**config.mk**
```make
export PLATFORM = sky130hd
export DESIGN_NAME = beat_unpacker
export DESIGN_NICKNAME = d
export VERILOG_FILES = /design/src/conv2d_rmem_pkg.sv /design/src/beat_unpacker.sv
export SDC_FILE = /design/constraint.sdc
export NUM_CORES = 1
export LEC_CHECK = 0
export ABC_AREA = 1
export BUFFER_PORTS_ARGS = -buffer_cell sky130_fd_sc_hd__buf_2
export CAP_MARGIN = 20
export CORE_UTILIZATION = 28
export CTS_BUF_LIST = sky130_fd_sc_hd__clkbuf_4
export CTS_CLUSTER_SIZE = 8
export DETAILED_ROUTE_END_ITERATION = 7
export SETUP_SLACK_MARGIN = 0.15
export SYNTH_ARGS = -nofsm -noshare
export SYNTH_HDL_FRONTEND = slang
export SYNTH_SLANG_ARGS = --single-unit
```
**constraint.sdc**
```tcl
create_clock -name clk -period 5.65 [get_ports clk]
set_input_delay 1.13 -clock clk [delete_from_list [all_inputs] [get_ports clk]]
set_output_delay 1.13 -clock clk [all_outputs]
set_load 0.01 [all_outputs]
```
**src/conv2d_rmem_pkg.sv**
```systemverilog
// Convolution read engine definitions
package conv2d_rmem_pkg;

    localparam int ADDR_W         = 32;    // Byte address
    localparam int BEAT_W         = 128;   // Memory beat
    localparam int WORD_W         = 32;    // Pixel or weight word
    localparam int WORDS_PER_BEAT = BEAT_W / WORD_W;
    localparam int BURST_BEATS    = 2;
    localparam int BURST_WORDS    = BURST_BEATS * WORDS_PER_BEAT;
    localparam int BURST_BYTES    = BURST_WORDS * (WORD_W / 8);
    localparam int CNT_W          = 18;    // Word count fields

    typedef logic [WORD_W-1:0] word_t;

    // Fetcher that owns a burst or a word
    typedef enum logic {
        OWN_W = 1'b0,
        OWN_P = 1'b1
    } owner_e;

    // Burst length is fixed at BURST_BEATS
    typedef struct packed {
        logic [ADDR_W-1:0] addr;
    } rd_req_t;

    typedef struct packed {
        logic              last;    // Final beat of a burst
        logic [BEAT_W-1:0] data;
    } rd_beat_t;

    typedef struct packed {
        logic   last;               // Final word of a burst
        owner_e owner;
        word_t  data;
    } tagged_word_t;

endpackage

```
**src/beat_unpacker.sv**
```systemverilog
// Beat to word unpacker
module beat_unpacker import conv2d_rmem_pkg::*; (
    input  logic         clk,
    input  logic         rst,
    input  rd_beat_t     beat_in,
    input  logic         beat_in_valid,
    output logic         beat_in_ready,
    input  owner_e       beat_owner,
    output tagged_word_t word,
    output logic         word_valid,
    input  logic         w_word_ready,
    input  logic         p_word_ready
);

    localparam int LEFT_W = $clog2(WORDS_PER_BEAT + 1);

    logic [BEAT_W-1:0] data_q;
    logic              last_q;
    owner_e            owner_q;
    logic [LEFT_W-1:0] left;         // Words still held in data_q
    logic              word_ready;
    logic              word_take;
    logic              beat_take;

    assign word_ready = (owner_q == OWN_W) ? w_word_ready : p_word_ready;
    assign word_valid = (left != '0);
    assign word_take  = word_valid && word_ready;

    // Next beat may load in the cycle the fourth word leaves
    assign beat_in_ready = (left == '0) || (left == LEFT_W'(1) && word_ready);
    assign beat_take     = beat_in_valid && beat_in_ready;

    assign word.data  = data_q[WORD_W-1:0];    // Lowest word first
    assign word.owner = owner_q;
    assign word.last  = last_q && (left == LEFT_W'(1));

    always_ff @(posedge clk or posedge rst) begin
        if (rst)
            left <= '0;
        else if (beat_take)
            left <= LEFT_W'(WORDS_PER_BEAT);
        else if (word_take)
            left <= left - LEFT_W'(1);
    end

    always_ff @(posedge clk) begin
        if (beat_take) begin
            data_q  <= beat_in.data;
            last_q  <= beat_in.last;
            owner_q <= beat_owner;
        end else if (word_take) begin
            data_q <= data_q >> WORD_W;
        end
    end

    // A stalled beat is held until it is taken
    a_beat_held: assert property (@(posedge clk) disable iff (rst)
        beat_in_valid && !beat_in_ready |=> beat_in_valid && $stable(beat_in));

endmodule

```
* Word-level counts from Yosys, hierarchy flattened
Cells that the tools add are included.
Storage, ports and cells: flip-flop bits (word level) 133, output and inout bits 36, logic and storage cells 19
Operators by class: $add $sub $neg 1, equality and inequality tests 1, mux-type cells 5, reductions and logical operators 8
Operators with widths (number):
- $mux 128 | 2
- $mux 3 | 2
- $logic_and 1x1->1 | 4
- $eq 3x1->1 const B | 1
- $logic_not 3->1 | 1
- $reduce_bool 3->1 | 1
- $sub 3x1->3 const B | 1
- $reduce_bool 2->1 | 1
- $logic_or 1x1->1 | 1
- $mux 1 | 1

* Longest topological paths before layout
depth in word-level cells 5, mapped depth 11, gate-level depth less buffers 9

* Worst setup path before layout
No wires, ideal clock.
path type input port to flip-flop, from input port p_word_ready, to register data_q[0], enable pin, library setup time 492 ps, arrival 4547 ps, data required time 5158 ps, setup slack 610 ps, stages 8, buffers on the path 2, path through nand2_1 -> nand2_2 -> nand2_2 -> nand2_4 -> nand2_2 -> buf_6 -> buf_4 -> nand2_1
On the way: longest elaborated chain between the ends 5, elaborated cells between the ends (all ways) 6, classes of those cells mux: 1; reduce/logical: 5
RTL lines:
- start, declared | RTL line beat_unpacker.sv:12 | input logic p_word_ready
- $mux 1 (*) | RTL line beat_unpacker.sv:25 | assign word_ready = (owner_q == OWN_W) ? w_word_ready : p_word_ready;
- $logic_and 1x1->1 | RTL line beat_unpacker.sv:30 | assign beat_in_ready = (left == '0) || (left == LEFT_W'(1) && word_ready);
- $logic_or 1x1->1 | RTL line beat_unpacker.sv:30
- $logic_and 1x1->1 | RTL line beat_unpacker.sv:31 | assign beat_take = beat_in_valid && beat_in_ready;
- $reduce_bool 2->1 (no source line) (*)
- end signal, assigned | RTL line beat_unpacker.sv:48 | data_q <= beat_in.data;
- end signal, assigned | RTL line beat_unpacker.sv:52 | data_q <= data_q >> WORD_W;
- end, declared | RTL line beat_unpacker.sv:17 | logic [BEAT_W-1:0] data_q;
Every way passes the cells marked *; elsewhere a longest branch is shown, timed or not. A chain may end at the register's enable or synchronous reset.

* Worst setup path in the final report
from input port p_word_ready, to output port beat_in_ready
On the way: longest elaborated chain between the ends 3
RTL lines:
- $mux 1 | RTL line beat_unpacker.sv:25
- $logic_and 1x1->1 | RTL line beat_unpacker.sv:30
- $logic_or 1x1->1 | RTL line beat_unpacker.sv:30
- end, declared | RTL line beat_unpacker.sv:7 | output logic beat_in_ready,
No other way between the ends.

==> qor.csv <==
stage,metric,value,unit
logic_synthesis,"Seq/Total Area, Yosys",65.9,%
sta,setup_tns,0,ns
sta,worst slew pin tran,0.948,ns
power,PD cells,520,nW/um^2
route,WL final,13000,um
cts,Max Root-Sink Buffers,2,
sta,highest clock rate,0.270,GHz
logic_synthesis,Yosys cell types,17,
logic_synthesis,Post-Syn Instances,587,
finish,"Non-Filler Cell Area, Final",7200,um^2
finish,final core utilization,34.1,%
finish,area delta synth->final,19.2,%
cts,"CTS clk-pin slew, worst paths",0.11,ns
worst_setup_path,Worst path slowest cell,buf_4,
worst_setup_path,crit-path max FO,97,
place,hpwl dp,8850,um
route,# DRC,0,
sta,Slew HR,36.8,%
route,Via-to-Cell Ratio,4.08,
logic_synthesis,Syn Area/Cell,10.3,um^2
worst_setup_path,worst endpoint required time,4.52,ns
place,PortBufs,170,
route,Avg WL per Cell,12.9,um
run,max-cap violations,0,
logic_synthesis,synth warn,0,
logic_synthesis,ranking of synthesized cells by area,"edfxtp_1, nand2_1, nand3_1",
logic_synthesis,synthesized area,6040,um^2
power,Max VDD drop,0.272,mV
global_routing,GRT Total Usage,11.9,%
global_routing,largest net degree at the start of global routing,104,
cts,CTS tree,yes,
logic_synthesis,Yosys top cell area share,64.6,%
cts,CTS buffer count,17,
logic_synthesis,dominant cell type by area after synthesis,edfxtp_1,
sta,Fin. Hold Viols,0,
die,Initial Util,28.6,%
worst_setup_path,WS Path Type,primary input to primary output,
die,Placeable Area,21100,um^2
cts,# hold bufs at CTS,0,
worst_hold_path,Min-Delay Path Class,primary input to async pin,
logic_synthesis,Mapped Nets,725,
sta,fin crit share,65.5,%
cts,H-tree depth,4,
sta,Max Slew Vio Count,0,
cts,clock latency on the worst-skew pair,0.52,ns
finish,layout cells sized above 1,28.8,%
worst_setup_path,crit-path cells,buf_2 -> nand2_1 -> nand2_2 -> nand2_2 -> nand2_4 -> buf_4 -> buf_2,
worst_setup_path,CP startpoint kind,primary input,
logic_synthesis,Post-Synth XOR/XNOR Area,0,%
global_routing,number of global-route vias before repair,3903,
cts,Post-CTS Setup Repair Bufs,0,
die,DIE AREA,22200,um^2
sta,unrepaired setup endpoints after global routing,no,
finish,Final nets,850,
sta,fin crit period,3.70,ns
worst_setup_path,CP arrival,2.57,ns
die,Ports,171,
place,area of placed instances,6860,um^2
logic_synthesis,post-synthesis compound-gate area fraction,0,%
place,DP Cell Count,968,
place,GP Congestion,0.769,
global_routing,first-pass GRT wire length,19800,um
finish,post-route insts no fill,1003,
sta,final setup skew,0.0139,ns
global_routing,initial antenna violation count,3,
run_status,status,"finished, final reports clean",
logic_synthesis,largest family of logic cells by synthesized area,simple AND/OR/NAND/NOR gates,
logic_synthesis,post-synthesis mux area share,0,%
worst_setup_path,Reg2Reg Depth,9,
route,Antenna Nets Post-Route,0,
route,routed via count,4091,
sta,final-report setup violation count,0,
route,DR pass1 iterations,5,
worst_setup_path,Crit. End Element,primary output,
logic_synthesis,register bit count reported by yosys,133,
cts,PostCTS Resize Cnt,0,
die,die width,149,um
cts,Clock Sinks,133,
die,Rows,53,
logic_synthesis,Post-Synth Simple-Gate Area,23.8,%
power,Lkg Pwr,3.39,nW
route,Starting DRT DRC Count,273,
die,Die Y,149,um
cts,root buf cell,clkbuf_4,
worst_setup_path,critical path's largest stage delay,0.71,ns
global_routing,gr ovfl total,0,
logic_synthesis,Post-Synth Adder-Cell Area,0.621,%
-- worst paths after layout --
path / start / end / slack, ns
min in group clk: data_q[101] / data_q[69] / 0.51
max in group asynchronous: rst / left[2] / 5.06
max reg2reg: left[1] / data_q[55] / 3.11
min reg2reg: data_q[101] / data_q[69] / 0.51
min: rst / left[0] / 0.46
max: p_word_ready / beat_in_ready / 1.95
-- cells in the mapped netlist --
library cell / count
buf_4: 41
nor2_1: 34
nand3b_1: 1
buf_6: 1
buf_2: 16
clkbuf_1: 7
buf_1: 3
dfrtp_1: 3
edfxtp_1: 130
nand2_2: 4
and3_1: 1
nand2_1: 202
nand2_4: 1
nand3_1: 99
nand4_1: 1
inv_1: 40
ha_1: 3
-- critical path, delay by kind of cell --
kind | cells | cell delay, ns
and+or+nand+nor | 4 | 0.33
buffers and inverters | 3 | 1.05
-- power by group --
group          switching, mW  internal [mW]  total (mW)
logic                  0.761          0.355        1.12
registers              0.121           1.77        1.89
clock network          0.328          0.404       0.732
total                   1.21           2.53        3.74
-- stage by stage --
step	setup WS (ns)	power (mW)	hold slack [ns]
floorplan	0.610	2.89	0.486
global placement	1.97	3.05	0.494
detailed placement	1.97	3.07	0.493
CTS	1.94	3.80	0.389
global route	1.80	4.02	0.403
finish	1.95	3.74	0.457
-- kinds of logic after synthesis --
family                   Yosys count
AND/OR/NAND/NOR                  343
flip-flops                       133
buffers and inverters            108
adder cells (fa/ha/maj)            3
-- cells in the final DEF (no fill, tap or decap), drive strengths merged --
cell and count:
and3 1, buf 174, bufinv 5, clkbuf 20
clkinv 6, clkinvlp 1, dfrtp 3, diode 3
edfxtp 130, ha 3, inv 40, nand2 207
nand3 99, nand3b 1, nand4 1, nor2 34
-- registers in the layout, indices dropped and copies added (netlist names) --
register / cells
last_q: 1
data_q: 128
owner_q: 1
left: 3
-- per-layer routing --
metal	up-vias	track usage, %	share of wire [%]
met5	-	0	0
met1	1791	14.2	43
met4	0	4.90	1.7
met2	127	20.0	50
met3	15	3.43	5.5
li1	2158	-	-
-- area by class of cell --
cell class                      count  area (um^2)
Fill cell                        2201        13900
Sequential cell                   133         3980
Multi-Input combinational cell    346         1490
Timing Repair Buffer              174          896
Tap cell                          275          344
Clock inverter                     12          184
Clock buffer                       20          150
Inverter                           40          150
Antenna cell                        3         7.51
(Power assumes the default switching activity.)
