--- config.mk ---
export PLATFORM = sky130hd
export DESIGN_NAME = pixel_fifo
export DESIGN_NICKNAME = d
export VERILOG_FILES = /design/src/conv2d_rmem_pkg.sv /design/src/pixel_fifo.sv
export SDC_FILE = /design/constraint.sdc
export NUM_CORES = 2
export LEC_CHECK = 0
export BUFFER_PORTS_ARGS = -buffer_cell sky130_fd_sc_hd__clkbuf_2
export CAP_MARGIN = 20
export CORE_MARGIN = 2
export CORE_UTILIZATION = 35
export CTS_CLUSTER_DIAMETER = 80
export DETAILED_ROUTE_END_ITERATION = 8
export SLEW_MARGIN = 10
export SYNTH_ARGS = -nofsm -noshare
export SYNTH_HDL_FRONTEND = slang
export SYNTH_SLANG_ARGS = --single-unit
--- constraint.sdc ---
create_clock -name clk -period 4 [get_ports clk]
set_input_delay 0 -clock clk [delete_from_list [all_inputs] [get_ports clk]]
set_output_delay 0 -clock clk [all_outputs]
set_load 0.05 [all_outputs]
--- src/conv2d_rmem_pkg.sv ---
// Convolution read engine definitions
package conv2d_rmem_pkg;

    localparam int ADDR_W         = 32;    // Byte address
    localparam int BEAT_W         = 128;   // Memory beat
    localparam int WORD_W         = 32;    // Pixel or weight word
    localparam int WORDS_PER_BEAT = BEAT_W / WORD_W;
    localparam int BURST_BEATS    = 2;
    localparam int BURST_WORDS    = BURST_BEATS * WORDS_PER_BEAT;
    localparam int BURST_BYTES    = BURST_WORDS * (WORD_W / 8);
    localparam int CNT_W          = 18;    // Word count fields

    typedef logic [WORD_W-1:0] word_t;

    // Fetcher that owns a burst or a word
    typedef enum logic {
        OWN_W = 1'b0,
        OWN_P = 1'b1
    } owner_e;

    // Burst length is fixed at BURST_BEATS
    typedef struct packed {
        logic [ADDR_W-1:0] addr;
    } rd_req_t;

    typedef struct packed {
        logic              last;    // Final beat of a burst
        logic [BEAT_W-1:0] data;
    } rd_beat_t;

    typedef struct packed {
        logic   last;               // Final word of a burst
        owner_e owner;
        word_t  data;
    } tagged_word_t;

endpackage

--- src/pixel_fifo.sv ---
// Show-ahead pixel FIFO
module pixel_fifo import conv2d_rmem_pkg::*; #(
    parameter int FIFO_DEPTH = 64
) (
    input  logic                              clk,
    input  logic                              rst,
    input  logic                              fifo_push,
    input  word_t                             fifo_data,
    output logic [$clog2(FIFO_DEPTH+1)-1:0]   fifo_free,
    output word_t                             pxl_x,
    output logic                              pxl_valid,
    input  logic                              pxl_ready
);

    localparam int PTR_W  = $clog2(FIFO_DEPTH);
    localparam int FREE_W = $clog2(FIFO_DEPTH + 1);

    word_t             mem [FIFO_DEPTH];
    logic [PTR_W-1:0]  wr_ptr;
    logic [PTR_W-1:0]  rd_ptr;
    logic [FREE_W-1:0] count;
    logic              pop;

    assign pxl_x     = mem[rd_ptr];     // Head word shown ahead of the pop
    assign pxl_valid = (count != '0);
    assign pop       = pxl_valid && pxl_ready;
    assign fifo_free = FREE_W'(FIFO_DEPTH) - count;

    always_ff @(posedge clk or posedge rst) begin
        if (rst) begin
            wr_ptr <= '0;
            rd_ptr <= '0;
            count  <= '0;
        end else begin
            if (fifo_push)
                wr_ptr <= (wr_ptr == PTR_W'(FIFO_DEPTH - 1)) ? '0 : wr_ptr + PTR_W'(1);
            if (pop)
                rd_ptr <= (rd_ptr == PTR_W'(FIFO_DEPTH - 1)) ? '0 : rd_ptr + PTR_W'(1);
            count <= count + FREE_W'(fifo_push) - FREE_W'(pop);
        end
    end

    always_ff @(posedge clk) begin
        if (fifo_push)
            mem[wr_ptr] <= fifo_data;
    end

    // Burst throttling upstream keeps the FIFO from filling
    a_no_overflow: assert property (@(posedge clk) disable iff (rst)
        fifo_push |-> (count < FREE_W'(FIFO_DEPTH)));

endmodule

After elaboration in Yosys (flattened, before gate mapping) --
Memory sizes are Yosys's and may differ from the RTL's. Index checks and enable logic that the tools add are counted.
Operators by class: muxes and demuxes 4, add/sub/neg operators 5, equal/unequal tests 2, reductions and logical operators 2
Operators with widths (count):
- $add 6x1->6 const B | 2
- $eq 6x6->1 const B | 2
- $mux 6 | 2
- $add 7x1->7 | 1
- $reduce_bool 7->1 | 1
- $sub 7x1->7 | 1
- $sub 7x7->7 const A | 1
- $mux 1 | 2
- $logic_and 1x1->1 | 1
Word-level totals: output and inout bits 40, memories kept 1, register bits 19, memory bits (writable) 2048, word-level logic and storage cells 17
Memory list:
- mem | depth 64, width 32, read ports 1, clocked after Yosys merged registers in 0, write ports 1, RTL line pixel_fifo.sv:18 | word_t mem [FIFO_DEPTH];

Depth between registers and ports, before layout --
depth after elaboration 3, mapped depth 15, gate-level depth less buffers 14

Least setup slack after synthesis --
Ideal clock, no wire load.
kind register to register, start point register count[1], end point register count[6], stages on the path, launching flop included 16, path slack 0.631 ns, period minus slack after synthesis 3.369 ns, path buffers 1, library setup time 0.124 ns, arrival 3.245 ns, cells stage by stage dfrtp_1 -> inv_1 -> ha_1 -> nand4b_1 -> and2_1 -> clkbuf_1 -> ha_1 -> inv_1 -> ha_1 -> inv_1 -> fa_1 -> o21bai_1 -> a21oi_1 -> o21bai_1 -> a21oi_1 -> xnor2_1
Between the ends: cells in the longest elaborated chain, start to end 3, elaborated cells on any way between the ends 4, those cells by class add/sub (2); reduce/logical (2)
Ends and longest elaborated chain:
- from (decl) | RTL line pixel_fifo.sv:21 | logic [FREE_W-1:0] count;
- from (signal assigned) | RTL line pixel_fifo.sv:39 | count <= count + FREE_W'(fifo_push) - FREE_W'(pop);
- $reduce_bool 7->1 | RTL line pixel_fifo.sv:25 | assign pxl_valid = (count != '0);
- via pxl_valid | RTL line pixel_fifo.sv:11 | output logic pxl_valid,
- $logic_and 1x1->1 | RTL line pixel_fifo.sv:26 | assign pop = pxl_valid && pxl_ready;
- via pop | RTL line pixel_fifo.sv:22 | logic pop;
- $sub 7x1->7 | RTL line pixel_fifo.sv:39
The timed path passes the listed nets, and every way through them passes these cells. A chain may end at the register's enable or synchronous reset.

Worst setup path after layout --
start point register rd_ptr[3], end point output pxl_x[5]
Between the ends: cells in the longest elaborated chain, start to end 1
Ends and longest elaborated chain:
- from (decl) | RTL line pixel_fifo.sv:20 | logic [PTR_W-1:0] rd_ptr;
- from (signal assigned) | RTL line pixel_fifo.sv:38 | rd_ptr <= (rd_ptr == PTR_W'(FIFO_DEPTH - 1)) ? '0 : rd_ptr + PTR_W'(1);
- $mem_v2 64x32
- to (decl) | RTL line pixel_fifo.sv:10 | output word_t pxl_x,
Every way passes these cells.

==> key figures <==
Logic synthesis
  – #FFs+latches synth: 2067
  – Avg Cell Area, Syn: 22.6 um2
  – Syn nets: 3563
  – Ranking of synthesized cells by area: edfxtp_1 (78%), mux4_2 (14%), mux2i_1 (0.75%)
  – Count leader, synth: edfxtp_1
  – Post-synthesis cell type count: 55
  – List of most frequent post-synthesis cells: edfxtp_1 (2048), mux4_2 (510), nor2_1 (122)
  – Ys flop type: edfxtp_1
  – Largest area contributor in the netlist: edfxtp_1
  – Share of the synthesized area in the top cell type: 0.776
  – Post-synth EDFFs: 2048
  – Syn Inst Count: 3512
  – Mapped cell area: 0.0792 mm2
  – Yosys warns: 0
  – Ys async rst share: 0.00919
  – Seq/Total Area, Yosys: 0.782

Critical path
  – Reg2reg setup slack: 1.11 ns
  – CP max stage cell: o41ai_1
  – Worst path arrival time: 3.96 ns
  – CP Capture Point: pxl_x[5]
  – Worst setup EP type: output port
  – Cells along the critical path: buf_4, nor2_1, nand2_1, o221ai_1, o41ai_1, buf_12
  – Critical R2R Capture: mem[7][16]
  – Critical Path Stages: 6
  – Critical path class: reg -> out
  – CP top delay family: compound AO/OA/AOI/OAI gates
  – Cells on worst reg2reg path: 4
  – Worst R2R Start: wr_ptr[2]
  – Critical path launch point type: register
  – Buf+Inv Stages, Crit Path: 2
  – Max FO, Critical Path: 15
  – Crit path largest cell delay: 1.03 ns
  – Required time of the critical path: 4.00 ns
  – Critical path startpoint: rd_ptr[3]

Route
  – Via-to-Cell Ratio: 5.44
  – Vias: 38300
  – DRC: 0
  – Total Wirelength: 203000 um
  – DR iter-0 viols: 5083
  – First-pass detailed-route iteration total: 5
  – Drt wl/cell: 28.8 um
  – Post-route ant nets: 0

Die
  – Die ar.: 0.230 mm2
  – Starting Density: 0.352
  – Core Box Area: 0.225 mm2
  – # rows: 174
  – Die H: 480 um
  – I/O pins: 76
  – Die W: 480 um

Clock network
  – Root Driver: clkbuf_16
  – CTS tree: done
  – Clock sink total: 2067
  – CTS buffer count: 202
  – H-tree depth: 4
  – Clock-pin transition on the worst setup and hold timing paths: 0.06 ns
  – Maximum clock insertion buffer count: 3
  – Worst skew pair latency: 0.85 ns

Timing
  – Worst slew margin: 0.252
  – Final setup violation count: 0
  – Final hold vios: 0
  – Period utilisation layout: 0.991
  – Clock Skews: 0.0367 ns
  – Max Fclk: 252 MHz
  – Worst hold slack: 0.152 ns
  – Max Slew Vio Count: 0
  – Min cycle time layout: 3.96 ns
  – Slew @ Worst Pin: 1.11 ns
  – TNS Setup: 0 ns
  – RSZ-0062 raised after global routing: false
  – Final WS setup: 0.0367 ns

Global route
  – Initial antenna violation count: 5
  – Vias in the first global route: 38900
  – Largest net degree at the start of global routing: 65
  – Global-route wire length before repair: 290000 um
  – Overflow after GRT: 0
  – Total track usage: 0.176

Outcome
  – Status: finished clean

Power and ir drop
  – LEAKAGE: 28.8 nW
  – Worst VDD drop: 1060 uV
  – PwrDens: 695 mW/mm2

Placed design
  – Placed Area: 0.0854 mm2
  – Place WS: 0.466 ns
  – I/O Buffers: 75
  – Hpwl dp: 114000 um
  – RePlAce Congestion: 0.775

Layout
  – Fill cells: 19400
  – Multi-input gate area: 0.0166 mm2
  – Area Overhead vs Synth: 16.8%
  – Reg area: 0.0620 mm2
  – Final core utilization: 0.411
  – Ratio of cells with drive above 1 in the final layout: 0.303
  – Post-route design area: 0.0925 mm2
  – Post-layout net count: 3932

Run
  – Max Cap Viol: 0

Min path
  – Min-Delay Path Class: in -> reg
  – WHS Path Cells: 2
-- registers in the layout, indices dropped and copies added (netlist names) --
| register | flops |
|---|---|
| wr_ptr | 6 |
| rd_ptr | 6 |
| count | 7 |
| mem | 2048 |
-- metrics by stage --
step	std cells	power (mW)
after floorplan	3512	38.2
after global placement	6610	46.3
after detailed placement	6612	46.4
after CTS	7013	64.9
after global routing	7036	66.7
final	7042	64.3
-- power breakdown --
group / internal (mW) / total [mW] / switching (mW) / leakage [nW]
combinational: 9.12 / 20.9 / 11.8 / 7.03
sequential: 24.6 / 25.0 / 0.443 / 18.6
clock: 10.3 / 18.3 / 8.07 / 3.10
total: 44.0 / 64.3 / 20.3 / 28.8
-- cells by family after synthesis --
| kind of cell | Yosys count | share of synthesized area |
|---|---|---|
| AND/OR/NAND/NOR | 350 | 0.0201 |
| AO/OA/AOI/OAI | 259 | 0.0225 |
| multiplexers | 596 | 0.156 |
| buffers and inverters | 210 | 0.0148 |
| flip-flops | 2067 | 0.782 |
| adder cells (fa/ha/maj) | 15 | 0.00246 |
| XOR/XNOR | 15 | 0.00166 |
-- worst reg2reg max path: stages, from the launching register on --
cell and delay, ns:
dfrtp_1 0.50, nand4_1 0.70, buf_4 0.44, nor2_4 0.47
buf_4 0.42
-- how the worst min path moves through the flow --
| stage | startpoint | end | slack [ns] |
|---|---|---|---|
| 6_report | fifo_data[6] | mem[25][6] | 0.15 |
| 5_1_grt | fifo_data[17] | mem[24][17] | 0.14 |
| 4_1_cts | fifo_data[2] | mem[41][2] | 0.14 |
| 3_5_place_dp | rst | count[5] | 0.27 |
| 3_3_place_gp | rst | count[6] | 0.28 |
| 2_1_floorplan | rst | count[0] | -0.05 |
-- what timing repair did --
item,in CTS,in global routing
hold endpoints to repair,1502,512
resized for setup,6,4
buffers inserted,8,4
hold buffers,28,8
setup endpoints to repair,32,6
-- placed cells by master (no fill, tap or decap), types with 8 or more instances in the layout --
| master | n |
|---|---|
| mux4_2 | 510 |
| diode_2 | 8 |
| clkinv_1 | 40 |
| nor4_1 | 9 |
| a21oi_1 | 20 |
| o221ai_1 | 14 |
| clkbuf_1 | 48 |
| buf_12 | 84 |
| a221oi_1 | 13 |
| mux2i_1 | 59 |
| dlygate4sd3_1 | 36 |
| clkbuf_16 | 204 |
| nor2_4 | 64 |
| o21ai_0 | 43 |
| a22oi_1 | 34 |
| and3_1 | 14 |
| edfxtp_1 | 2048 |
| nand2_1 | 100 |
| buf_4 | 184 |
| nand3_1 | 39 |
| nor2b_1 | 14 |
| clkinv_2 | 38 |
| bufinv_16 | 14 |
| clkbuf_2 | 46 |
| ha_1 | 14 |
| xnor2_1 | 12 |
| o41ai_1 | 8 |
| nor2_1 | 57 |
| mux2_2 | 27 |
| a211oi_1 | 27 |
| inv_1 | 15 |
| nor3_1 | 14 |
| o22ai_1 | 59 |
| dfrtp_1 | 13 |
-- cell type report --
class | count | share of cell area
diodes | 8 | 0.000216
inverters | 17 | 0.000744
well taps | 2992 | 0.0405
repair buffers | 358 | 0.0406
clock inverters | 113 | 0.0111
flip-flops and latches | 2067 | 0.670
multi-input cells | 1235 | 0.180
clock buffers | 252 | 0.0571
-- layer usage --
layer / routed length (um) / track usage / part of all wire / up-vias
met3: 15100 / 0.0334 / 0.074 / 234
met1: 86300 / 0.252 / 0.43 / 20900
li1: - / - / - / 15700
met5: 0 / 0 / 0 / -
met4: 4380 / 0.0447 / 0.022 / 0
met2: 97200 / 0.277 / 0.48 / 1489
Power figures use the tool's default switching activity.
