==> src/conv2d_rmem_pkg.sv <==
// Convolution read engine definitions
package conv2d_rmem_pkg;

    localparam int ADDR_W         = 32;    // Byte address
    localparam int BEAT_W         = 128;   // Memory beat
    localparam int WORD_W         = 32;    // Pixel or weight word
    localparam int WORDS_PER_BEAT = BEAT_W / WORD_W;
    localparam int BURST_BEATS    = 2;
    localparam int BURST_WORDS    = BURST_BEATS * WORDS_PER_BEAT;
    localparam int BURST_BYTES    = BURST_WORDS * (WORD_W / 8);
    localparam int CNT_W          = 18;    // Word count fields

    typedef logic [WORD_W-1:0] word_t;

    // Fetcher that owns a burst or a word
    typedef enum logic {
        OWN_W = 1'b0,
        OWN_P = 1'b1
    } owner_e;

    // Burst length is fixed at BURST_BEATS
    typedef struct packed {
        logic [ADDR_W-1:0] addr;
    } rd_req_t;

    typedef struct packed {
        logic              last;    // Final beat of a burst
        logic [BEAT_W-1:0] data;
    } rd_beat_t;

    typedef struct packed {
        logic   last;               // Final word of a burst
        owner_e owner;
        word_t  data;
    } tagged_word_t;

endpackage

==> src/pixel_fetch.sv <==
// Pixel burst sequencer
module pixel_fetch import conv2d_rmem_pkg::*; #(
    parameter int FIFO_DEPTH = 64
) (
    input  logic                              clk,
    input  logic                              rst,
    input  logic                              x_start,
    input  word_t                             x_addr,
    input  logic [CNT_W-1:0]                  x_length,
    output rd_req_t                           p_req,
    output logic                              p_req_valid,
    input  logic                              p_req_ready,
    input  tagged_word_t                      word,
    input  logic                              word_valid,
    output logic                              p_word_ready,
    output logic                              fifo_push,
    output word_t                             fifo_data,
    input  logic [$clog2(FIFO_DEPTH+1)-1:0]   fifo_free,
    output logic                              x_busy
);

    localparam int FREE_W = $clog2(FIFO_DEPTH + 1);
    localparam int BCNT_W = CNT_W - 2;

    word_t             addr;
    logic [BCNT_W-1:0] bursts_left;
    logic [CNT_W-1:0]  length_q;
    logic [CNT_W-1:0]  pushed;
    logic [FREE_W-1:0] inflight;        // Words granted but not yet taken
    logic [FREE_W-1:0] skip;            // Leftovers of the previous stream
    logic [CNT_W:0]    len_round;
    logic              space_ok;
    logic              take;
    logic              keep;
    logic              grant;
    logic              start;

    assign len_round = {1'b0, x_length} + (CNT_W + 1)'(BURST_WORDS - 1);
    assign space_ok  = {1'b0, fifo_free} >= {1'b0, inflight} + (FREE_W + 1)'(BURST_WORDS);

    assign p_word_ready = 1'b1;     // FIFO space is reserved at grant
    assign take         = word_valid && (word.owner == OWN_P);
    assign keep         = take && (skip == '0) && (pushed != length_q);
    assign p_req_valid  = (bursts_left != '0) && space_ok;
    assign p_req.addr   = addr;
    assign grant        = p_req_valid && p_req_ready;
    assign start        = x_start && !x_busy;

    assign fifo_push = keep;
    assign fifo_data = word.data;

    always_ff @(posedge clk or posedge rst) begin
        if (rst) begin
            x_busy      <= 1'b0;
            bursts_left <= '0;
            length_q    <= '0;
            pushed      <= '0;
            inflight    <= '0;
            skip        <= '0;
        end else begin
            inflight <= inflight + (grant ? FREE_W'(BURST_WORDS) : '0) - FREE_W'(take);
            if (start) begin
                x_busy      <= (x_length != '0);
                bursts_left <= len_round[CNT_W:3];
                length_q    <= x_length;
                pushed      <= '0;
                skip        <= inflight - FREE_W'(take);
            end else begin
                if (grant)
                    bursts_left <= bursts_left - BCNT_W'(1);
                if (take && skip != '0)
                    skip <= skip - FREE_W'(1);
                if (keep) begin
                    pushed <= pushed + CNT_W'(1);
                    if (pushed + CNT_W'(1) == length_q)
                        x_busy <= 1'b0;
                end
            end
        end
    end

    always_ff @(posedge clk) begin
        if (start)
            addr <= x_addr;
        else if (grant)
            addr <= addr + ADDR_W'(BURST_BYTES);
    end

endmodule

==> config.mk <==
export PLATFORM = sky130hd
export DESIGN_NAME = pixel_fetch
export DESIGN_NICKNAME = d
export VERILOG_FILES = /design/src/conv2d_rmem_pkg.sv /design/src/pixel_fetch.sv
export SDC_FILE = /design/constraint.sdc
export NUM_CORES = 1
export LEC_CHECK = 0
export BUFFER_PORTS_ARGS = -buffer_cell sky130_fd_sc_hd__buf_2
export CAP_MARGIN = 20
export CORE_MARGIN = 5
export CORE_UTILIZATION = 45
export CTS_BUF_LIST = sky130_fd_sc_hd__clkbuf_16
export DETAILED_ROUTE_END_ITERATION = 8
export PLACE_DENSITY = 0.69
export REMOVE_ABC_BUFFERS = 1
export SYNTH_ARGS = -nofsm -noshare
export SYNTH_HDL_FRONTEND = slang
export SYNTH_SLANG_ARGS = --single-unit
==> constraint.sdc <==
create_clock -name clk -period 3.7 [get_ports clk]
set_input_delay 0.74 -clock clk [delete_from_list [all_inputs] [get_ports clk]]
set_output_delay 0.74 -clock clk [all_outputs]
set_load 0.005 [all_outputs]
* After elaboration in Yosys (flattened, before gate mapping)
Index checks and enable logic that the tools add are counted.
** Storage, ports and cells
- Output and inout bits :: 68
- Bits of input ports :: 96
- Register bits after elaboration :: 99
- Word-level logic and storage cells :: 48
** Operators by class
- Muxes and demuxes :: 12
- Eq/ne operators :: 2
- Magnitude comparators :: 1
- Reduce and logical (&&, ||, !) cells :: 17
- Add/sub/neg operators :: 9
** Operator list (number)
- $mux 32 :: 2
- $mux 18 :: 2
- $add 32x6->32 const B :: 1
- $mux 16 :: 2
- $add 18x3->19 const B :: 1
- $add 18x1->18 const B :: 1
- $eq 18x18->1 :: 1
- $ne 18x18->1 :: 1
- $reduce_bool 18->1 :: 1
- $reduce_bool 16->1 :: 1
- $sub 16x1->16 const B :: 1
- $mux 7 :: 2
- $sub 7x1->7 :: 2
- $add 7x4->8 const B :: 1
- $ge 7x8->1 :: 1
- $reduce_bool 2->1 :: 4
- $add 7x4->7 :: 1
- $logic_and 1x1->1 :: 7
- $logic_not 7->1 :: 1
- $reduce_bool 7->1 :: 1
- $sub 7x1->7 const B :: 1
- $mux 4 :: 1
- $mux 1 :: 3
- $reduce_and 2->1 :: 1
- $logic_not 1->1 :: 1

* Longest topological paths before layout
- Depth after elaboration :: 7
- Depth in mapped cells :: 19
- Gate-level depth less buffers :: 18

* Worst setup path after synthesis
Ideal clock, no wire load.
- Kind :: input -> register
- Start :: in fifo_free[0]
- End :: reg inflight[6]
- Slack :: 0.214 ns
- Stages :: 17
- Setup time :: 0.079 ns
- Arrival time :: 3.407 ns
- Data required time :: 3.621 ns
- Path buffers :: 1
- Cells stage by stage :: inv_1 ha_1 nand2b_1 a21o_1 a21o_1 a221oi_1 or2_2 buf_2 ha_1 inv_1 ha_1 o21ai_0 nand2b_1 a21oi_1 nor2_1 nor2_1 xor2_1
** Between the ends
- Word-level cells in the longest chain between the ends :: 6
** Ends and longest elaborated chain
- from (decl) :: line pixel_fetch.sv:18 : input logic [$clog2(FIFO_DEPTH+1)-1:0] fifo_free,
- $ge 7x8->1 :: line pixel_fetch.sv:39 : assign space_ok = {1'b0, fifo_free} >= {1'b0, inflight} + (FREE_W + 1)'(BURST_WORDS);
- $logic_and 1x1->1 :: line pixel_fetch.sv:44 : assign p_req_valid = (bursts_left != '0) && space_ok;
- $logic_and 1x1->1 :: line pixel_fetch.sv:46 : assign grant = p_req_valid && p_req_ready;
- $mux 4 :: line pixel_fetch.sv:61 : inflight <= inflight + (grant ? FREE_W'(BURST_WORDS) : '0) - FREE_W'(take);
- $add 7x4->7 :: line pixel_fetch.sv:61
- $sub 7x1->7 :: line pixel_fetch.sv:61
- to (signal assigned) :: line pixel_fetch.sv:61
- to (decl) :: line pixel_fetch.sv:29 : logic [FREE_W-1:0] inflight;
No other way between the ends.
A chain may end at the register's enable or synchronous reset.

* Worst setup path after layout
- Start :: reg inflight[3]
- End :: reg inflight[6]
** Between the ends
- Word-level cells in the longest chain between the ends :: 7
** Ends and longest elaborated chain (line)
- $add 7x4->8 :: pixel_fetch.sv:39
- $ge 7x8->1 :: pixel_fetch.sv:39
- $logic_and 1x1->1 :: pixel_fetch.sv:44
- $logic_and 1x1->1 :: pixel_fetch.sv:46
- $mux 4 :: pixel_fetch.sv:61
- $add 7x4->7 (*) :: pixel_fetch.sv:61
- $sub 7x1->7 (*) :: pixel_fetch.sv:61
Every way passes the cells marked *; elsewhere a longest branch is shown, timed or not.

==> flow_summary_export.csv <==
group,metric,value,unit
drt,num_vias,5171,
clocking,cts_hold_buf,0,
drt,ant_nets,0,
clocking,cts-buffers-inserted,9,
clocking,cts_tree,"done",
finish,multi_input_area,0.00342,mm^2
die,io_pins,164,
die,die_w,131,um
synth,syn-cell-area,0.00658,mm^2
die,initial_core_util,0.456,
sta,worst_slew_pin_slew,0.694,ns
synth,synth.area.top_cells,"dfrtp_1 (25%), edfxtp_1 (15%), xnor2_1 (7.9%)",
finish,area_growth,10.0,%
place,gp_congestion,0.847,
power_and_ir_drop,swShare,0.366,
critical_path,cp_cell_sequence,"ha_1, xnor2_1, ha_1, o21a_1, o21ai_0, a211oi_2, nand2_1, or2_2, ha_1, inv_1, ha_1, o21ai_0, nand2b_1, a21oi_1, nor2_1, nor2_1, xor2_1",
sta,setup_viol,0,
sta,slew_violations,0,
die,die_area,0.0171,mm^2
power_and_ir_drop,pwr-share-comb,0.372,
sta,final_hold_viol_count,0,
power_and_ir_drop,power_density,593,mW/mm^2
critical_path,cp.buffers_inverters,1,
finish,antenna_cells,0,
global_route,grt_overflow_total,0,
sta,fin_setup_tns,0,ns
synth,synth.avg_cell_area,8.93,um^2
run_status,status,"complete, no violations",
clocking,postCtsSetupBuffers,0,
drt,routedWlPerCell,15.7,um
power_and_ir_drop,p_sw,0.00157,W
clocking,cts.sinks,99,
critical_path,critical_path_class,"reg -> reg",
synth,ys_seq_area_frac,0.401,
synth,yosysWarnings,0,
place,numPortBuffers,97,
critical_path,path_max_fanout,6,
place,dp_hpwl,11.5,mm
clocking,htree_num_levels,3,
drt,drtIter0Drc,259,
power_and_ir_drop,cellLeakagePower,3.02,nW
synth,synth_edf_count,32,
finish,seq_area,0.00264,mm^2
synth,synthArstFlopShare,0.677,
global_route,grt_usage,0.187,
global_route,antenna_found_initial,0,
global_route,grt_max_degree,91,
finish,fin_nets,916,
clocking,cts_buffer_depth,2,
power_and_ir_drop,max-vdd-ir-drop,0.478,mV
power_and_ir_drop,clkPwrFrac,0.198,
die,std_cell_rows,44,
critical_path,crit_arrival,3.65,ns
critical_path,start_kind,"flop",
drt,drt_pre_antenna_iters,5,
clocking,cts-resized-gates,0,
min_path,min-delay-path-class,"in -> async",
critical_path,crit_start,"inflight[3]",
drt,wirelength,15.5,mm
sta,finalWorstSetupSlack,0.323,ns
sta,fin_crit_sh,0.913,
synth,ys_ff_latch,99,
finish,drive_gt1_frac,0.201,
clocking,cts-root-buf,"clkbuf_16",
critical_path,worst_path_largest_cell_delay,0.45,ns
sta,max_freq,296,MHz
critical_path,critPathMostFrequentCell,"ha_1",
run,cap_violations,0,
critical_path,r2r_start,"inflight[3]",
global_route,grt_pass1_vias,5023,
clocking,clk_latency,0.35,ns
die,core,0.0144,mm^2
critical_path,required,3.98,ns
place,dp_slack,0.232,ns
critical_path,cp_top_family,"adder cells",
synth,synth_most_common_cell,"nand2_1",
critical_path,endpoint_kind,"flop",
drt,drc_errors,0,
synth,ys_top_cells_by_count,"nand2_1 (131), dfrtp_1 (67), xnor2_1 (59), o21ai_0 (47)",
die,fp.dieH,131,um
sta,finClkSkew,0.00540,ns
sta,slew_headroom,0.533,
sta,rsz0062_at_grt,"false",
clocking,clk_pin_slew,0.07,ns
critical_path,slowest_stage,"dfrtp_2",
global_route,grt_pass1_wl,25.3,mm
synth,yosysTopAreaCellShare,0.255,
power_and_ir_drop,p_seq_frac,0.430,
sta,period_minus_slack,3.38,ns
synth,yosys_most_used_dff,"dfrtp_1",
synth,synth_largest_area_cell,"dfrtp_1",
synth,syn_inst,737,
power_and_ir_drop,p_int,0.00272,W
synth,synth.distinct_cells,63,
drt,viasPerCell,5.27,
finish,fillers,1411,
registers in the layout, summed over array words and instances, names as in the netlist:
name	count
pushed	18
inflight	7
skip	7
length_q	18
bursts_left	16
x_busy	1
p_req	32
routing by layer:
metal  vias to the layer above  global-route usage  share of wire
met1                      2383               0.270           0.48
met5                         -              0.0118              0
li1                       2597                   -              -
met4                         0              0.0393          0.011
met2                       176               0.267           0.41
met3                        15              0.0711           0.11
power by group through the flow:
stage	sequential (W)	combinational, W	clock (W)
2_1_floorplan	0.00181	0.00112	0
3_3_place_gp	0.00185	0.00156	0
3_5_place_dp	0.00186	0.00159	0
5_1_grt	0.00190	0.00184	0.000921
6_report	0.00185	0.00160	0.000851
4_1_cts	0.00184	0.00161	0.000880
cell type report:
type	instances	area share
clock inverters	7	0.00415
inverters	30	0.0157
well taps	184	0.0318
multi-input cells	545	0.473
flip-flops and latches	99	0.365
clock buffers	9	0.0311
repair buffers	108	0.0802
cells in the final DEF, fill, tap and decap left out, types with 20 or more instances in the layout:
cell / instances
xnor2_1: 59
a21oi_1: 20
o21ai_0: 47
nor3_1: 24
buf_2: 97
nand3_1: 24
inv_1: 30
xor2_1: 42
ha_1: 26
dfrtp_1: 65
edfxtp_1: 32
nor2_1: 42
nand2_1: 131
path summary, 6_finish.rpt:
check,to,slack [ns],cells after the start
worst max-delay path,inflight[6],0.32,17
worst min-delay path,skip[1],0.32,2
worst max register to register,inflight[6],0.32,17
worst min register to register,length_q[16],0.50,2
max in group asynchronous,pushed[12],2.63,3
min in group clk,length_q[16],0.50,2
cells by family (layout without fill, tap and decap cells):
logic type | after synthesis | count (layout) | share of synthesized area
compound gates | 107 | 107 | 0.103
xor+xnor | 102 | 102 | 0.137
fa+ha+maj | 27 | 27 | 0.0525
buf+inv | 93 | 154 | 0.0800
flops | 99 | 99 | 0.401
mux | 2 | 2 | 0.00304
other cells | 1 | 1 | 0.000570
simple gates | 306 | 306 | 0.223
stage by stage:
step | utilization | cell area, um^2 | hold WS (ns) | power [W] | instances
after global routing | 0.502 | 7240 | 0.318 | 0.00466 | 982
after floorplan | - | 6170 | 0.465 | 0.00292 | 674
after global placement | 0.484 | 6980 | 0.489 | 0.00341 | 966
final | 0.502 | 7240 | 0.318 | 0.00429 | 982
after CTS | 0.502 | 7230 | 0.311 | 0.00433 | 982
after detailed placement | 0.484 | 6980 | 0.488 | 0.00345 | 966
Note: power is estimated with default switching activity, not from simulation.
