<file path="src/conv2d_rmem_pkg.sv">
// Convolution read engine definitions
package conv2d_rmem_pkg;

    localparam int ADDR_W         = 32;    // Byte address
    localparam int BEAT_W         = 128;   // Memory beat
    localparam int WORD_W         = 32;    // Pixel or weight word
    localparam int WORDS_PER_BEAT = BEAT_W / WORD_W;
    localparam int BURST_BEATS    = 2;
    localparam int BURST_WORDS    = BURST_BEATS * WORDS_PER_BEAT;
    localparam int BURST_BYTES    = BURST_WORDS * (WORD_W / 8);
    localparam int CNT_W          = 18;    // Word count fields

    typedef logic [WORD_W-1:0] word_t;

    // Fetcher that owns a burst or a word
    typedef enum logic {
        OWN_W = 1'b0,
        OWN_P = 1'b1
    } owner_e;

    // Burst length is fixed at BURST_BEATS
    typedef struct packed {
        logic [ADDR_W-1:0] addr;
    } rd_req_t;

    typedef struct packed {
        logic              last;    // Final beat of a burst
        logic [BEAT_W-1:0] data;
    } rd_beat_t;

    typedef struct packed {
        logic   last;               // Final word of a burst
        owner_e owner;
        word_t  data;
    } tagged_word_t;

endpackage

</file>
<file path="src/rd_arbiter.sv">
// Burst read arbiter
module rd_arbiter import conv2d_rmem_pkg::*; (
    input  logic     clk,
    input  logic     rst,
    input  rd_req_t  w_req,
    input  logic     w_req_valid,
    output logic     w_req_ready,
    input  rd_req_t  p_req,
    input  logic     p_req_valid,
    output logic     p_req_ready,
    output rd_req_t  mem_req,
    output logic     mem_req_valid,
    input  logic     mem_req_ready,
    input  rd_beat_t mem_beat,
    input  logic     mem_beat_valid,
    output logic     mem_beat_ready,
    output rd_beat_t beat_in,
    output logic     beat_in_valid,
    input  logic     beat_in_ready,
    output owner_e   beat_owner
);

    typedef enum logic [1:0] {
        ARB_IDLE,
        ARB_REQ,
        ARB_RECV
    } arb_state_e;

    arb_state_e state;
    owner_e     owner;          // Owner of the current or most recent burst
    rd_req_t    req_q;
    logic       pick_p;
    logic       beat_done;

    // Pixel wins when alone, or when both ask and weight went last
    assign pick_p = p_req_valid && (!w_req_valid || owner == OWN_W);

    assign w_req_ready = (state == ARB_IDLE) && !pick_p;
    assign p_req_ready = (state == ARB_IDLE) && pick_p;

    assign mem_req        = req_q;
    assign mem_req_valid  = (state == ARB_REQ);
    assign mem_beat_ready = (state == ARB_RECV) && beat_in_ready;
    assign beat_in        = mem_beat;
    assign beat_in_valid  = (state == ARB_RECV) && mem_beat_valid;
    assign beat_owner     = owner;
    assign beat_done      = mem_beat_valid && mem_beat_ready && mem_beat.last;

    always_ff @(posedge clk or posedge rst) begin
        if (rst) begin
            state <= ARB_IDLE;
            owner <= OWN_P;     // Weight goes first after reset
        end else begin
            case (state)
                ARB_IDLE: begin
                    if (w_req_valid || p_req_valid) begin
                        state <= ARB_REQ;
                        owner <= pick_p ? OWN_P : OWN_W;
                    end
                end
                ARB_REQ: begin
                    if (mem_req_ready)
                        state <= ARB_RECV;
                end
                ARB_RECV: begin
                    if (beat_done)
                        state <= ARB_IDLE;
                end
                default: state <= ARB_IDLE;
            endcase
        end
    end

    always_ff @(posedge clk) begin
        if (state == ARB_IDLE)
            req_q <= pick_p ? p_req : w_req;
    end

    a_req_stable: assert property (@(posedge clk) disable iff (rst)
        mem_req_valid && !mem_req_ready |=> mem_req_valid && $stable(mem_req));

    // Memory returns beats only for the open burst
    a_beat_in_burst: assert property (@(posedge clk) disable iff (rst)
        mem_beat_valid |-> state == ARB_RECV);

endmodule

</file>
<file path="config.mk">
export PLATFORM = sky130hd
export DESIGN_NAME = rd_arbiter
export DESIGN_NICKNAME = d
export VERILOG_FILES = /design/src/conv2d_rmem_pkg.sv /design/src/rd_arbiter.sv
export SDC_FILE = /design/constraint.sdc
export NUM_CORES = 1
export LEC_CHECK = 0
export ABC_AREA = 1
export BUFFER_PORTS_ARGS = -buffer_cell sky130_fd_sc_hd__clkbuf_2
export CORE_AREA = 3 3 141 143
export DETAILED_ROUTE_END_ITERATION = 12
export DIE_AREA = 0 0 144 146
export PLACE_DENSITY_LB_ADDON = 0.1
export SLEW_MARGIN = 25
export SYNTH_ARGS = -nofsm -noshare
export SYNTH_HDL_FRONTEND = slang
export SYNTH_SLANG_ARGS = --single-unit
</file>
<file path="constraint.sdc">
create_clock -name clk -period 5.2 [get_ports clk]
set_input_delay 0.26 -clock clk [delete_from_list [all_inputs] [get_ports clk]]
set_output_delay 0.26 -clock clk [all_outputs]
set_load 0.01 [all_outputs]
</file>
# Word level (Yosys, flattened, before mapping)
# Index checks and enable logic that the tools add are counted.
# word_totals
reg_bits,35
input_bits,200
output_inout_bits,167
# op_classes
eq_ne,5
muxes,6
bitwise_logic,1
reduce_logical,14
# ops
cell,n
32-bit two-way mux,1
1-bit logical AND,7
2-bit two-way mux,3
2-bit one-hot mux with 3 select lines,1
"2-bit != test, second input constant",2
3-bit AND reduction,1
"2-bit by 1-bit equality test with 1-bit output, second input constant",1
"2-bit equality test, second input constant",1
1-bit logical NOT,2
2-bit logical NOT,1
1-bit logical OR,2
"2-bit by 1-bit != test with 1-bit output, second input constant",1
2-bit AND reduction,1
1-bit two-way mux,1
1-bit NOT,1

# Logic depth before layout (Yosys ltp)
# Gate-level depths: netlist of the first run.
# logic_depth
depth_word,6
depth_mapped,6
depth_no_buf,5

# Least setup slack after synthesis of the first run
# Ideal clock, no wire load.
# synth_timing
path_type,register to output
start,register state[0]
end,output port p_req_ready
t_arrival_ns,2.233
required_time_ns,4.940
setup_slack_ns,2.707
stages_incl_launch_ff,4
path_buffers,0
path_cell_list,dfrtp_1 -> nor2_1 -> nand3_1 -> inv_1
# synth_between
elab_chain_cells,2
# synth_rtl
element,line_no,text
"start, declared",rd_arbiter.sv:29,arb_state_e state;
"start signal, assigned",rd_arbiter.sv:51,state <= ARB_IDLE;
"start signal, assigned",rd_arbiter.sv:57,state <= ARB_REQ;
"start signal, assigned",rd_arbiter.sv:63,state <= ARB_RECV;
2-bit logical NOT,rd_arbiter.sv:39,assign p_req_ready = (state == ARB_IDLE) && pick_p;
1-bit logical AND,rd_arbiter.sv:39,
"end, declared",rd_arbiter.sv:10,"output logic p_req_ready,"
# Every way passes these cells.

# Worst setup path after layout of the first run
# layout_timing
start,"register owner, in the netlist beat_owner"
end,output port w_req_ready
# layout_between
elab_chain_cells,5
# layout_rtl
element,line_no,text
"start, declared",rd_arbiter.sv:30,owner_e owner;
"start signal, assigned",rd_arbiter.sv:58,owner <= pick_p ? OWN_P : OWN_W;
1-bit NOT,rd_arbiter.sv:36,assign pick_p = p_req_valid && (!w_req_valid || owner == OWN_W);
1-bit logical OR,rd_arbiter.sv:36,
1-bit logical AND,rd_arbiter.sv:36,
1-bit logical NOT,rd_arbiter.sv:38,assign w_req_ready = (state == ARB_IDLE) && !pick_p;
1-bit logical AND,rd_arbiter.sv:38,
"end, declared",rd_arbiter.sv:7,"output logic w_req_ready,"
# Every way passes these cells.

==> run_results.csv, run 1 <==
group,metric,value,unit
setup_path,required,4940,ps
clock_network,numClockSinks,35,
timing,rsz0062_at_grt,"no",
floorplan,io-pin-count,367,
setup_path,end_kind,"output pin",
detailed_routing,initialDrtViolationCount,58,
synth,ys_warn_count,0,
timing,hold_viol_final,0,
setup_path,path_cells,"nand2_4 > nand2_8 > nand2_1 > inv_1 > clkbuf_2",
detailed_routing,drc,0,
setup_path,arrival,1710,ps
setup_path,crit_fanout,34,
setup_path,cpMaxStageDelayCell,"dfstp_2",
clock_network,clkSlewWorstSetupHoldPaths,50,ps
run_status,status,"completed",
clock_network,cts_made_buffers,5,
floorplan,start_util,14.03,%
power,power_density,487.2,nW/um^2
setup_path,max_stage_delay,560,ps
clock_network,ctsHoldBuffers,1,
detailed_routing,routed_wl,11780,um
timing,tns,0,ps
timing,setup_viol,0,
timing,tightest_slew,892.0,ps
synth,ys_ff_latch,35,
synth,netlist_area,2624,um^2
placed_design,gp_congestion,0.7423,
timing,clock_skew,4.482,ps
detailed_routing,ant_nets,0,
finish,fillers,2154,
detailed_routing,dr.pass1.iters,4,
setup_path,startpoint_type,"register",
grt,gr-total-overflow,0,
finish,antenna_cells,0,
setup_path,r2r_slack,3730,ps
clock_network,h-tree-depth,2,
timing,fin_hold_ws,234.2,ps
detailed_routing,routedWlPerCell,23.00,um
placed_design,dpl.hpwl,9999,um
grt,antenna_found_initial,0,
synth,netlist_top_cells_area,"buf_4, edfxtp_1, nand2_1",
setup_path,crit_type,"register to output pin",
detailed_routing,vias,1728,
grt,grt_start_max_net_pins,36,
synth,yosysMostFrequentCell,"buf_4",
placed_design,place.port_buffers,110,
job,maxCapViolations,0,
finish,layout.nets,478,
synth,synth_edf_count,32,
power,vdd_ir_drop_max,0.1132,mV
clock_network,clk_path_buf_depth,2,
synth,synth_flop_cell,"edfxtp_1",
timing,period_minus_slack,1966,ps
floorplan,die_h,146,um
grt,grt_first_pass_wirelength,15500,um
timing,fin_crit_sh,37.81,%
detailed_routing,post_drt_via_cell_ratio,3.375,
floorplan,fp-row-count,50,
synth,synth_nets,498,
timing,timing.final.max_slew_violations,0,
synth,ys_seq_area_share,39.53,%
clock_network,cts_root_buf,"clkbuf_16",
grt,groute.usage.overall,10.51,%
finish,syn2layout_area_growth,-1.001,%
timing,fmax,0.5086,GHz
clock_network,ctsResizeCount,0,
synth,synth_top_area_share,38.34,%
hold_path,hp-class,"input pin to register",
grt,grt_pass1_vias,1884,
finish,drive_gt1_share,43.53,%
synth,avgSynthCellArea,8.805,um^2
synth,synth_cell_types,14,
floorplan,core_area,18710,um^2
power,p_leak,0.001277,uW
synth,async_flop_share,8.571,%
synth,yosys.area.top_type,"buf_4",
floorplan,die_w,144,um
timing,slew_headroom,40.53,%
clock_network,worstSkewPairLatency,280,ps
floorplan,die_area,21020,um^2
synth,yosys-top-cells-count,"buf_4, nand2_1, nand3_1",
clock_network,tritoncts,"yes",
synth,synth_cells,298,
clock_network,cts_setup_buffers,0,
## cells in the final DEF (no fill, tap or decap), types with 2 or more instances in the layout
cell | netlist | routed
clkbuf_2 | 0 | 110
nand2_1 | 73 | 73
nand3_1 | 34 | 34
edfxtp_1 | 32 | 32
inv_1 | 10 | 10
clkbuf_16 | 0 | 5
nor2_1 | 4 | 3
dfrtp_1 | 2 | 2
## routing by layer
layer  GRT usage [%]  share of wire, %  vias up
li1                -                 -      772
met1           7.837                25      726
met2           17.41                49      198
met3           10.65                23       28
met4           3.531               2.7        4
met5           5.981              0.97        -
## registers in the layout (all words and copies together) (netlist names)
signal      cells
beat_owner      1
mem_req        32
state           2
## cells by family after synthesis
group	synth area share, %
AO/OA/AOI/OAI	0.1906
AND/OR/NAND/NOR	18.69
flip-flops	39.53
buffers and inverters	41.58
## worst paths after layout
check / start / end / cells after the start
min in group asynchronous: rst / state[1] / 3
min reg2reg: beat_owner / beat_owner / 2
max: beat_owner / w_req_ready / 5
min: mem_req_ready / state[1] / 3
max reg2reg: beat_owner / mem_req[7] / 4
max in group asynchronous: rst / beat_owner / 3
## metrics by stage
step | total power (uW) | cell area (um^2) | util [%] | setup slack, ps | std cells
floorplan | 838.7 | 2624 | - | 2707 | 298
global route | 1357 | 2597 | 13.89 | 3071 | 512
global placement | 963.4 | 2429 | 12.98 | 3345 | 504
CTS | 1310 | 2597 | 13.89 | 3170 | 512
finish | 1266 | 2597 | 13.89 | 3234 | 512
detailed placement | 959.6 | 2429 | 12.98 | 3355 | 504
## final cells by class
| class | count | area, um^2 | area share [%] |
|---|---|---|---|
| clock buffer | 6 | 128.9 | 4.961 |
| inverter | 10 | 37.54 | 1.445 |
| timing repair buffer | 112 | 568.0 | 21.87 |
| tap | 234 | 292.8 | 11.27 |
| clock inverter | 1 | 30.03 | 1.156 |
| multi-input combinational | 114 | 503.0 | 19.36 |
| sequential | 35 | 1037 | 39.93 |
## power breakdown
part	total [uW]	internal, uW	leakage [uW]	switching [uW]
logic	419	137	0.000853	282
clock network	334	224	0.0000769	111
registers	512	470	0.000348	42.9
## critical path, delay by kind of cell, from the launching register on
kind	cells	cell delay (ps)
buffers and inverters	2	180
and+or+nand+nor	3	660
DFF	1	560
Power figures use the tool's default switching activity.
==> run 2, diff against run 1 <==
--- a/config.mk
+++ b/config.mk
@@ -5,11 +5,11 @@
 export SDC_FILE = /design/constraint.sdc
 export NUM_CORES = 1
 export LEC_CHECK = 0
-export ABC_AREA = 1
+export ABC_AREA = 0
 export BUFFER_PORTS_ARGS = -buffer_cell sky130_fd_sc_hd__clkbuf_2
-export CORE_AREA = 3 3 141 143
+export CORE_AREA = 3 3 143 145
 export DETAILED_ROUTE_END_ITERATION = 12
-export DIE_AREA = 0 0 144 146
+export DIE_AREA = 0 0 146 148
 export PLACE_DENSITY_LB_ADDON = 0.1
 export SLEW_MARGIN = 25
 export SYNTH_ARGS = -nofsm -noshare
==> constraint.sdc (replaced) <==
create_clock -name clk -period 1.9 [get_ports clk]
set_input_delay 0.095 -clock clk [delete_from_list [all_inputs] [get_ports clk]]
set_output_delay 0.095 -clock clk [all_outputs]
set_load 0.01 [all_outputs]
==> run 2 against run 1 <==
Die area increased by 2.8%. Sequential share of layout area rose by 0.21 points. Critical endpoint unchanged. Total power grew to 2.6 times the previous value. Critical path type unchanged.
==> run_results.csv, run 2 <==
group,metric,value,unit
synth,ys_ff_latch,35,
setup_path,arrival,1440,ps
hold_path,min_to,"state[0]",
placed_design,gp_congestion,0.6264,
synth,synth_top_area_share,38.35,%
hold_path,hp-start,"mem_req_ready",
timing,fin_crit_sh,80.85,%
grt,groute.usage.overall,7.665,%
clock_network,ctsHoldBuffers,1,
grt,gr-total-overflow,0,
synth,yosys-top-cells-count,"buf_4, edfxtp_1, mux2_2",
finish,layout.nets,404,
detailed_routing,routedWlPerCell,18.71,um
synth,netlist_area,2525,um^2
floorplan,start_util,13.06,%
setup_path,required,1800,ps
detailed_routing,post_drt_via_cell_ratio,3.000,
clock_network,worstSkewPairLatency,280,ps
clock_network,tritoncts,"yes",
clock_network,ctsResizeCount,0,
synth,ys_seq_area_share,41.08,%
clock_network,h-tree-depth,2,
setup_path,startpoint_type,"register",
timing,period_minus_slack,1536,ps
finish,syn2layout_area_growth,2.329,%
placed_design,post-place-ws,472.2,ps
placed_design,place.port_buffers,110,
floorplan,die_area,21610,um^2
floorplan,core_area,19330,um^2
timing,setup_ws,363.9,ps
job,maxCapViolations,0,
timing,timing.final.max_slew_violations,0,
timing,fmax,0.6510,GHz
detailed_routing,dr.pass1.iters,3,
finish,fillers,2199,
placed_design,dpl.hpwl,7216,um
setup_path,crit_fanout,33,
synth,yosysMostFrequentCell,"buf_4",
setup_path,path_cells,"a21boi_4 > buf_12 > nor3_1 > clkbuf_2",
synth,synth_cell_types,21,
synth,async_flop_share,8.571,%
run_status,status,"completed",
clock_network,clkSlewWorstSetupHoldPaths,60,ps
finish,seq_area,1037,um^2
floorplan,die_w,146,um
clock_network,cts_setup_buffers,0,
setup_path,max_stage_delay,570,ps
finish,largest_reg_flops,32,
detailed_routing,drc,0,
setup_path,r2r_slack,480,ps
floorplan,die_h,148,um
power,p_leak,0.001068,uW
synth,yosys.area.top_type,"buf_4",
finish,final_cell_area,2584,um^2
clock_network,cts_root_buf,"clkbuf_16",
synth,netlist_top_cells_area,"buf_4, edfxtp_1, mux2_2",
timing,clock_skew,3.958,ps
finish,antenna_cells,0,
synth,synth_cells,217,
setup_path,end_kind,"output pin",
setup_path,crit_type,"register to output pin",
placed_design,placed_area,2440,um^2
floorplan,fp-row-count,51,
clock_network,numClockSinks,35,
timing,hold_viol_final,0,
setup_path,r2r_start,"beat_owner",
setup_path,worstReg2RegEnd,"mem_req[21]",
hold_path,hold_depth,2,
detailed_routing,ant_nets,0,
detailed_routing,initialDrtViolationCount,36,
setup_path,cpMaxStageDelayCell,"dfstp_2",
setup_path,crit_path_start,"beat_owner",
grt,grt_pass1_vias,1555,
detailed_routing,routed_wl,8776,um
hold_path,hp-class,"input pin to register",
synth,synth_edf_count,32,
grt,grt_first_pass_wirelength,11870,um
power,power,3241,uW
finish,multi_input_area,481.7,um^2
grt,antenna_found_initial,0,
power,power_density,1254,nW/um^2
detailed_routing,vias,1407,
synth,ys_warn_count,0,
power,vdd_ir_drop_max,0.2820,mV
finish,final_common_cell,"clkbuf_2",
setup_path,rr_worst_depth,3,
timing,rsz0062_at_grt,"no",
synth,synth_flop_cell,"edfxtp_1",
floorplan,io-pin-count,367,
finish,drive_gt1_share,75.00,%
grt,grt_start_max_net_pins,34,
timing,setup_viol,0,
synth,synth_nets,417,
synth,avgSynthCellArea,11.64,um^2
timing,tns,0,ps
clock_network,clk_path_buf_depth,2,
finish,final_cell_mix,"clkbuf_2, edfxtp_1, mux2_2, clkbuf_16",
clock_network,cts_made_buffers,5,
timing,tightest_slew,376.8,ps
timing,slew_headroom,74.88,%
run 2: cell count changes in the layout (fill, tap and decap cells not counted), sizes merged, moves of 2 or more:
cell,previous run,this run
inv,10,1
and3b,0,2
nor2,4,1
nand2,75,2
nand3,34,0
mux2,0,32
nor3,0,2
buf,1,3
clkinv,0,2
run 2: routing by layer:
| layer | track usage (%) | vias to the layer above | wire, um | share of wire (%) |
|---|---|---|---|---|
| met2 | 12.26 | 187 | 4320 | 49 |
| met3 | 7.633 | 43 | 1783 | 20 |
| met5 | 0 | - | 0 | 0 |
| met4 | 4.751 | 0 | 428 | 4.9 |
| li1 | - | 576 | - | - |
| met1 | 5.771 | 601 | 2244 | 26 |
run 2: area by class of cell:
type,instances,share of cell area [%]
flip-flops and latches,35,40.15
repair buffers,114,23.05
multi-input cells,47,18.64
well taps,265,12.83
clock buffers,5,4.843
clock inverters,2,0.3390
inverters,1,0.1453
run 2: kinds of logic after synthesis:
logic type,share of synthesized area [%]
buffers and inverters,40.14
and+or+nand+nor,2.330
muxes,14.67
AOI/OAI and AO/OA,1.784
DFF,41.08
run 2: worst max-delay path: cells and delay by family (launching register included):
family / cells / cell delay (ps)
flops: 1 / 570
buf+inv: 2 / 350
simple gates: 1 / 160
compound gates: 1 / 70
run 2: through the flow:
stage | utilization (%) | hold slack (ps) | cells
6_report | 13.36 | 20.05 | 469
5_1_grt | 13.36 | 44.24 | 469
4_1_cts | 13.36 | 10.43 | 469
3_5_place_dp | 12.62 | -42.98 | 461
3_3_place_gp | 12.62 | -33.61 | 461
2_1_floorplan | - | -152.1 | 217
run 2: worst max path at each step:
stage | to | slack, ps | cells after the start
detailed placement | mem_req[21] | 470 | 3
floorplan | mem_req[0] | 90 | 2
finish | w_req_ready | 360 | 4
global route | p_req_ready | 280 | 3
CTS | w_req_ready | 330 | 4
global placement | mem_req[15] | 480 | 3
run 2: report_power, final:
| part | switching [uW] | internal [uW] | total [uW] |
|---|---|---|---|
| Clock | 329 | 472 | 801 |
| Sequential | 151 | 1250 | 1400 |
| Combinational | 591 | 451 | 1040 |
